===== src/logic/dsp_sio_pkg.sv =====
`default_nettype none

package dsp_sio_pkg;

    // data path widths
    localparam int data_w   = 16;              // cpu data bus
    localparam int sioc_w   = 10;              // serial i/o control
    localparam int srta_w   = 8;               // serial address
    localparam int rfield_w = 3;               // register select field

    // register field codes on the write bus
    localparam logic [rfield_w-1:0] rf_sioc = 3'd0;
    localparam logic [rfield_w-1:0] rf_srta = 3'd1;
    localparam logic [rfield_w-1:0] rf_sdx  = 3'd2;

    // output clock divider, counted in ph1 ticks
    localparam int ock_div      = 6;
    localparam int ock_cnt_w    = $clog2(ock_div);  // 3 bits hold 0..5
    localparam int ock_rise_cnt = 2;               // ock goes high here
    localparam int ock_fall_cnt = 5;               // and low here

    // cpu write bus, sources plus strobes and register select
    typedef struct packed {
        logic [data_w-1:0]   long_imm;
        logic [data_w-1:0]   acc_dout;
        logic [data_w-1:0]   ram_dout;
        logic                imm_load;
        logic                acc_load;
        logic                ram_load;
        logic [rfield_w-1:0] r_field;
    } cpu_wr_t;

    // write request into the serial data register
    typedef struct packed {
        logic              valid;
        logic [data_w-1:0] data;
    } sdx_wr_t;

    // one-cycle edge strobes of the divided clock
    typedef struct packed {
        logic rise;
        logic fall;
    } ock_evt_t;

endpackage

`default_nettype wire

===== src/logic/dsp_sio_top.sv =====
`timescale 1ns/1ps
`default_nettype none

// serial output unit of the dsp core
// cpu writes sdx / srta / sioc, data goes out on sio_do clocked by ock
module dsp_sio_top (
    input  wire logic                          clk,
    input  wire logic                          rst,
    input  wire logic                          ph1,     // core phase, used as enable
    input  wire dsp_sio_pkg::cpu_wr_t          cpu_wr,  // cpu write bus
    output logic                               ock,     // serial clock out
    output logic                               sio_do,  // serial data out
    output logic                               sadd,    // serial address out
    output logic                               obe,     // output buffer empty
    output logic                               ose,     // output shift reg empty
    output logic [dsp_sio_pkg::data_w-1:0]     r_sio    // register read-back
);

    dsp_sio_pkg::sdx_wr_t           sdx_wr;    // reg file to buffer
    dsp_sio_pkg::ock_evt_t          ock_evt;   // divider strobes
    logic [dsp_sio_pkg::srta_w-1:0] srta;      // stored address

    // ock divider
    sio_clock_gen clock_gen_i (
        .clk     (clk),
        .rst     (rst),
        .ph1     (ph1),
        .ock     (ock),
        .ock_evt (ock_evt)
    );

    // cpu registers and read-back
    sio_reg_file reg_file_i (
        .clk    (clk),
        .rst    (rst),
        .ph1    (ph1),
        .cpu_wr (cpu_wr),
        .sdx_wr (sdx_wr),
        .srta   (srta),
        .r_sio  (r_sio)
    );

    // buffer, shifters and status flags
    sio_out_shift out_shift_i (
        .clk     (clk),
        .rst     (rst),
        .sdx_wr  (sdx_wr),
        .srta    (srta),
        .ock_evt (ock_evt),
        .sio_do  (sio_do),
        .sadd    (sadd),
        .obe     (obe),
        .ose     (ose)
    );

endmodule

`default_nettype wire


===== src/logic/sio_out_shift.sv =====
`timescale 1ns/1ps
`default_nettype none

// output buffer, shift register and frame timing
// frames are 16 ock periods long, a new word starts only at a frame boundary
module sio_out_shift (
    input  wire logic                          clk,
    input  wire logic                          rst,
    input  wire dsp_sio_pkg::sdx_wr_t          sdx_wr,   // already ph1 qualified
    input  wire logic [dsp_sio_pkg::srta_w-1:0] srta,
    input  wire dsp_sio_pkg::ock_evt_t         ock_evt,
    output logic                               sio_do,   // serial data, msb first
    output logic                               sadd,     // serial address bit
    output logic                               obe,      // output buffer empty
    output logic                               ose       // output shift reg empty
);

    logic [dsp_sio_pkg::data_w-1:0] obuf;       // output buffer
    logic [dsp_sio_pkg::data_w-1:0] odata;      // bits still to shift out
    logic [dsp_sio_pkg::data_w-1:0] ring;       // one-hot frame slot
    logic [dsp_sio_pkg::srta_w-1:0] addr_sr;    // inverted address, msb first
    logic                           frame_end;  // ring sits on slot 15
    logic                           word_start; // buffer moves to the shifter

    assign frame_end  = ring[dsp_sio_pkg::data_w-1];
    assign word_start = ock_evt.rise && frame_end && !obe;
    assign sadd       = addr_sr[dsp_sio_pkg::srta_w-1];

    // buffer holds the latest word, an unsent one is simply overwritten
    always_ff @(posedge clk) begin
        if (sdx_wr.valid) begin
            obuf <= sdx_wr.data;
        end
    end

    // frame ring rotates once per ock period
    always_ff @(posedge clk or posedge rst) begin
        if (rst) begin
            ring <= dsp_sio_pkg::data_w'(1);    // slot 0
        end else if (ock_evt.rise) begin
            ring <= {ring[dsp_sio_pkg::data_w-2:0], ring[dsp_sio_pkg::data_w-1]};
        end
    end

    // data and address shifters, both move on ock rise only
    always_ff @(posedge clk or posedge rst) begin
        if (rst) begin
            sio_do  <= 1'b0;
            odata   <= '0;
            addr_sr <= '1;                      // address line idles high
        end else if (ock_evt.rise) begin
            if (word_start) begin
                {sio_do, odata} <= {obuf, 1'b0};   // msb out right away
                addr_sr         <= ~srta;          // pin is active low
            end else begin
                {sio_do, odata} <= {odata, 1'b0};  // zeros once the word is gone
                addr_sr         <= {addr_sr[dsp_sio_pkg::srta_w-2:0], 1'b1};
            end
        end
    end

    // buffer empty flag
    // a write in the same cycle as a word start keeps the new word pending
    always_ff @(posedge clk or posedge rst) begin
        if (rst) begin
            obe <= 1'b1;
        end else if (sdx_wr.valid) begin
            obe <= 1'b0;
        end else if (word_start) begin
            obe <= 1'b1;
        end
    end

    // shift register empty flag
    always_ff @(posedge clk or posedge rst) begin
        if (rst) begin
            ose <= 1'b1;
        end else if (ock_evt.rise && frame_end) begin
            ose <= !word_start;    // busy for a new word, else the frame is done
        end
    end

endmodule

`default_nettype wire


===== src/logic/sio_reg_file.sv =====
`timescale 1ns/1ps
`default_nettype none

// cpu side of the serial unit
// picks the write source, decodes the register field and keeps sioc / srta
module sio_reg_file (
    input  wire logic                          clk,
    input  wire logic                          rst,
    input  wire logic                          ph1,
    input  wire dsp_sio_pkg::cpu_wr_t          cpu_wr,
    output dsp_sio_pkg::sdx_wr_t               sdx_wr,  // data register write request
    output logic [dsp_sio_pkg::srta_w-1:0]     srta,    // serial address
    output logic [dsp_sio_pkg::data_w-1:0]     r_sio    // read-back
);

    logic                              any_load;   // some source strobe is up
    logic                              wr_en;      // write qualified by ph1
    logic [dsp_sio_pkg::data_w-1:0]    wr_data;    // selected source
    logic                              sioc_wr;
    logic                              srta_wr;
    logic [dsp_sio_pkg::sioc_w-1:0]    sioc;       // stored only, config is fixed

    assign any_load = cpu_wr.imm_load || cpu_wr.acc_load || cpu_wr.ram_load;
    assign wr_en    = ph1 && any_load;

    // imm beats acc beats ram
    always_comb begin
        if (cpu_wr.imm_load) begin
            wr_data = cpu_wr.long_imm;
        end else if (cpu_wr.acc_load) begin
            wr_data = cpu_wr.acc_dout;
        end else begin
            wr_data = cpu_wr.ram_dout;
        end
    end

    // register decode, unknown codes fall through and are dropped
    assign sioc_wr = wr_en && (cpu_wr.r_field == dsp_sio_pkg::rf_sioc);
    assign srta_wr = wr_en && (cpu_wr.r_field == dsp_sio_pkg::rf_srta);

    // sdx write goes straight to the output buffer in the same cycle
    always_comb begin
        sdx_wr.valid = wr_en && (cpu_wr.r_field == dsp_sio_pkg::rf_sdx);
        sdx_wr.data  = wr_data;
    end

    // control registers
    always_ff @(posedge clk or posedge rst) begin
        if (rst) begin
            sioc <= '0;
            srta <= '0;
        end else begin
            if (sioc_wr) begin
                sioc <= wr_data[dsp_sio_pkg::sioc_w-1:0];   // low bits only
            end
            if (srta_wr) begin
                srta <= wr_data[dsp_sio_pkg::srta_w-1:0];
            end
        end
    end

    // read-back mux, no serial input so everything else reads zero
    always_comb begin
        case (cpu_wr.r_field)
            dsp_sio_pkg::rf_sioc: r_sio = dsp_sio_pkg::data_w'(sioc);
            dsp_sio_pkg::rf_srta: r_sio = dsp_sio_pkg::data_w'(srta);
            default:              r_sio = '0;
        endcase
    end

endmodule

`default_nettype wire


===== src/logic/sio_clock_gen.sv =====
`timescale 1ns/1ps
`default_nettype none

// divide-by-six output clock
// the counter only moves in ph1 cycles so ock runs at ph1 rate / 6
module sio_clock_gen (
    input  wire logic                  clk,
    input  wire logic                  rst,
    input  wire logic                  ph1,    // clock enable from the core
    output logic                       ock,    // serial output clock pin
    output dsp_sio_pkg::ock_evt_t      ock_evt // edge strobes for the shifter
);

    logic [dsp_sio_pkg::ock_cnt_w-1:0] div_cnt;  // 0..ock_div-1
    logic                              cnt_wrap;

    assign cnt_wrap = div_cnt == dsp_sio_pkg::ock_cnt_w'(dsp_sio_pkg::ock_div - 1);

    // divider count
    always_ff @(posedge clk or posedge rst) begin
        if (rst) begin
            div_cnt <= '0;
        end else if (ph1) begin
            if (cnt_wrap) begin
                div_cnt <= '0;                   // wrap after 5
            end else begin
                div_cnt <= div_cnt + 1'b1;
            end
        end
    end

    // strobes valid only in a ph1 cycle
    always_comb begin
        ock_evt.rise = ph1 && (div_cnt == dsp_sio_pkg::ock_rise_cnt);
        ock_evt.fall = ph1 && (div_cnt == dsp_sio_pkg::ock_fall_cnt);
    end

    // pin follows the strobes, three ph1 cycles high and three low
    always_ff @(posedge clk or posedge rst) begin
        if (rst) begin
            ock <= 1'b0;
        end else begin
            if (ock_evt.rise) begin
                ock <= 1'b1;
            end
            if (ock_evt.fall) begin
                ock <= 1'b0;                     // never both in one cycle
            end
        end
    end

endmodule

`default_nettype wire


===== config.mk =====
export PLATFORM = sky130hd
export DESIGN_NAME = dsp_sio_top
export DESIGN_NICKNAME = d
export VERILOG_FILES = /design/src/logic/dsp_sio_pkg.sv /design/src/logic/dsp_sio_top.sv /design/src/logic/sio_out_shift.sv /design/src/logic/sio_reg_file.sv /design/src/logic/sio_clock_gen.sv
export SDC_FILE = /design/constraint.sdc
export NUM_CORES = 1
export LEC_CHECK = 0
export BUFFER_PORTS_ARGS = -buffer_cell sky130_fd_sc_hd__buf_2
export CORE_MARGIN = 3
export CORE_UTILIZATION = 54
export CTS_CLUSTER_DIAMETER = 120
export DETAILED_ROUTE_END_ITERATION = 8
export PLACE_DENSITY = 0.77
export SLEW_MARGIN = 5
export SYNTH_ARGS = -nofsm -noshare
export SYNTH_HDL_FRONTEND = slang
export SYNTH_SLANG_ARGS = --single-unit

===== constraint.sdc =====
create_clock -name clk -period 2.4 [get_ports clk]
set_input_delay 0.48 -clock clk [delete_from_list [all_inputs] [get_ports clk]]
set_output_delay 0.48 -clock clk [all_outputs]
set_load 0.02 [all_outputs]

Yosys cells after proc, flatten, opt, wreduce, memory -nomap -nowiden

Index checks and enable logic that the tools add are counted.

Flip-flop bits (word level): 81
Latch bits: 0
RAM bits: 0
ROM bits: 0
Input bits: 57
Output and inout bits: 21
Logic and storage cells: 43
Memories: 0

$add $sub $neg: 1
Multiply operators: 0
Div/mod/pow operators: 0
Magnitude comparators: 0
Equal/unequal tests: 4
Shift-type cells: 0
Multiplexer cells: 11
Bitwise logic cells: 1
Reduce and logical (&&, ||, !) cells: 15

Operator list:

| cell                | count |
|---|---|
| $mux 16             | 3 |
| $pmux 10 s2         | 1 |
| $logic_and 1x1->1   | 8 |
| $mux 8              | 1 |
| $not 8->8           | 1 |
| $eq 3x2->1 const B  | 2 |
| $mux 1              | 5 |
| $reduce_bool 2->1   | 2 |
| $add 3x1->3 const B | 1 |
| $eq 3x1->1 const B  | 1 |
| $eq 3x3->1 const B  | 1 |
| $logic_not 3->1     | 1 |
| $mux 3              | 1 |
| $logic_not 1->1     | 2 |
| $logic_or 1x1->1    | 2 |

Longest topological paths before layout

Depth in word-level cells: 6
Depth in mapped cells: 5
Depth with buffers taken out: 3

Modules after synthesis

Synthesis repeated with hierarchy kept, for this count alone.

Cell total of the unflattened synthesis: 317
Area, all modules: 3992.6 um^2

Modules (own cells, without submodules):

| module        | instances | cells each | area each (um^2) | seq. area each (um^2) |
|---|---|---|---|---|
| sio_out_shift | 1         | 184        | 2498.6           | 1545.2 |
| sio_reg_file  | 1         | 116        | 1295.0           | 450.4 |
| sio_clock_gen | 1         | 17         | 198.9            | 100.1 |

Worst setup path before layout

OpenSTA, ideal clock, no wires.

Path type: in2reg
Start point: input cpu_wr[1] (netlist name)
End point: register out_shift_i.obuf[0] (netlist name) (enable)
Setup time: 440 ps
Arrival time: 2640 ps
Required time: 1960 ps
Setup slack: -680 ps
Stages on the path: 2
Cells stage by stage: buf_1 > nor4b_1

RTL lines:

| what                 | RTL line            | text |
|---|---|---|
| start, declared      | dsp_sio_top.sv:10   | `input wire dsp_sio_pkg::cpu_wr_t cpu_wr,` |
| end signal, assigned | sio_out_shift.sv:32 | `obuf <= sdx_wr.data;` |
| end, declared        | sio_out_shift.sv:18 | `logic [dsp_sio_pkg::data_w-1:0] obuf;` |

Final worst setup path

Start point: input cpu_wr[0] (netlist name)
End point: output r_sio[6] (netlist name)

Cells in the longest elaborated chain, start to end: 2
Elaborated cells between the ends (all ways): 3
Classes of those cells: eq/ne: 1; mux: 1; reduce/logical: 1

RTL lines:

| what                                                 | RTL line           | text |
|---|---|---|
| $eq 3x1->1 / $logic_not 3->1 (equally long branches) | sio_reg_file.sv:64 | `case (cpu_wr.r_field)` |
| $pmux 10 s2 *                                        | sio_reg_file.sv:64 |  |
| end, declared                                        | dsp_sio_top.sv:16  | `output logic [dsp_sio_pkg::data_w-1:0] r_sio` |

Every way passes the cells marked *; elsewhere a longest branch is shown, timed or not.

==> flow_summary.yaml <==
status:
  status: "finished, final reports clean"
clock_network:
  cts_sinks: 80
  cts.path.max_buffers: 2
  cts_hold_buffers: 0
  cts_resized: 0
  h-tree-depth: 3
  clk_latency_ns: 0.34
  clkSlewWorstSetupHoldPaths_ns: 0.08
  root_buffer: "clkbuf_8"
  cts_tree: "yes"
  post-cts-setup-buffer-count: 0
  cts_buffers: 9
sta:
  fmax_ghz: 0.4997
  min_period_ns: 2.001
  relSlewSlack_pct: 60.88
  setup_tns_ns: 0
  timing.hold.ws_ns: 0.1536
  slew_viol_final: 0
  setup_viol: 0
  skew_ns: 0.01144
  fin_crit_sh_pct: 83.39
  report.final.hold_viol_count: 0
  worst_slew_pin_slew_ns: 0.5843
  rsz0062_at_grt: "false"
yosys:
  synth.area.top_cells: "dfrtp_1 36%, edfxtp_1 13%, nand2_1 9.2%, mux2i_1 8.5%, dfstp_2 7.9%"
  yosysWarnings: 0
  yosys.area.top_type_share_pct: 36.20
  netlist_instances: 333
  ys_seq_area_share_pct: 57.21
  synth_cell_type_count: 30
  yosysTopAreaCell: "dfrtp_1"
  syn_area_mm2: 0.003664
  ys_top_cells_by_count: "90 x nand2_1, 53 x dfrtp_1, 48 x o21ai_0"
  synth_enable_flop_cells: 16
  ys_async_sr_fraction_pct: 80.00
  synth_most_common_cell: "nand2_1"
  synthFlopType: "dfrtp_1"
  synth-seq-cells: 80
  syn_avg_cell_area_um2: 11.00
global_routing:
  grt-ovfl-total: 0
  grtUsageTotal_pct: 20.00
  antenna_found_initial: 0
  grt_pass1_vias: 2563
  grt_max_degree: 62
  grt_pass1_wl_um: 11950
layout:
  nets: 460
  post-route-cell-area_mm2: 0.004315
  final_layout_size_suffix_gt1_share_pct: 32.84
  antenna_cells: 0
  syn_to_final_growth_pct: 17.79
place:
  place.gp.congestion: 0.7169
  numPortBuffers: 71
  placed_area_mm2: 0.004104
  dp_hpwl_um: 4930
drt:
  dr.pass1.iters: 4
  wl_per_cell_um: 14.65
  post-route-drc-count: 0
  viasPerCell: 5.375
  wl_um: 7105
  drt.antenna.violating_nets: 0
  drtIter0Drc: 165
  vias: 2607
floorplan:
  design.core.area_mm2: 0.006459
  floorplan.initialDensity_pct: 56.72
  dieArea_mm2: 0.007808
  io_pins: 78
  die_y_um: 88.37
  die_w_um: 88.37
  rows: 29
power_and_ir_drop:
  power.density_mw_per_mm2: 766.6
  leakagePower_nw: 1.975
  irDropWorstVdd_mv: 0.3609
setup_path:
  worstSetupPathType: "primary input to output port"
  cp_data_required_time_ns: 1.92
  critical_path_arrival_ns: 1.52
  crit_path_end_kind: "output port"
  start_kind: "primary input"
  path_max_fanout: 8
min_path:
  hold_class: "primary input to async pin"
job:
  drv_cap: 0
==> metal layers <==
layer / up-vias / track usage [%] / share of wire (%)
li1: 1274 / - / -
met1: 1229 / 26.37 / 45
met2: 85 / 31.61 / 47
met3: 19 / 4.376 / 5.1
met4: 0 / 9.615 / 2.6
met5: - / 0 / 0
==> worst paths after layout <==
kind | to | cells after the start | from | slack [ns]
max | r_sio[6] | 4 | cpu_wr[0] | 0.40
min | clock_gen_i.div_cnt[0] | 2 | rst | 0.15
max reg2reg | out_shift_i.odata[11] | 4 | out_shift_i.ring[15] | 0.83
min reg2reg | out_shift_i.ring[2] | 2 | out_shift_i.ring[1] | 0.47
max in group asynchronous | out_shift_i.ring[0] | 3 | rst | 1.59
min in group clk | out_shift_i.obuf[14] | 3 | cpu_wr[52] | 0.41
==> final cells by class <==
type,count,area (um^2)
repair buffers,80,435.4
clock buffers,14,173.9
inverters,2,7.507
well taps,77,96.34
multi-input cells,230,1469
clock inverters,2,37.54
fillers,489,2143
flip-flops and latches,80,2096
==> cell families after synthesis <==
kind of cell,synth area share [%]
compound gates,9.529
xor+xnor,0.2391
buf+inv,3.825
flops,57.21
mux,14.62
other cells,0.1024
simple gates,14.48
==> through the flow <==
| stage | cells | util (%) | total power (W) | setup slack, ns |
|---|---|---|---|---|
| 3_3_place_gp | 469 | 63.54 | 0.002273 | 0.4381 |
| 5_1_grt | 485 | 66.82 | 0.003474 | 0.3107 |
| 3_5_place_dp | 469 | 63.54 | 0.002296 | 0.3972 |
| 6_report | 485 | 66.82 | 0.003308 | 0.3986 |
| 4_1_cts | 485 | 66.82 | 0.003333 | 0.3920 |
| 2_1_floorplan | 338 | - | 0.002112 | 0.1505 |
==> registers in the layout (all words and copies together) (netlist names) <==
name / flops
out_shift_i.ring: 16
reg_file_i.sioc: 10
out_shift_i.ose: 1
reg_file_i.srta: 8
clock_gen_i.div_cnt: 3
out_shift_i.sio_do: 1
out_shift_i.obuf: 16
clock_gen_i.ock: 1
out_shift_i.odata: 15
out_shift_i.obe: 1
out_shift_i.addr_sr: 8
==> where the power goes <==
part | internal (W) | leakage [nW] | switching (W) | total [W]
registers | 0.00160 | 0.955 | 0.000134 | 0.00174
clock network | 0.000574 | 0.102 | 0.000458 | 0.00103
logic | 0.000235 | 0.918 | 0.000305 | 0.000540
total | 0.00241 | 1.98 | 0.000897 | 0.00331
==> layout by cell type (no fill, tap or decap), types with 3 or more instances in the layout <==
cell type,synthesis,layout
a22o_1,8,8
buf_2,4,71
buf_4,8,8
clkbuf_1,13,3
clkbuf_8,0,10
conb_1,1,6
dfrtp_1,53,53
dfstp_2,11,11
edfxtp_1,16,16
mux2_2,20,20
mux2i_1,31,31
nand2_1,90,90
nand3b_1,7,7
nor2_1,3,3
o21ai_0,48,48
==> critical path, stage by stage <==
cell	delay, ns
buf_2	0.17
nor3b_2	0.48
a22o_1	0.22
buf_2	0.17
Power figures use the tool's default switching activity.
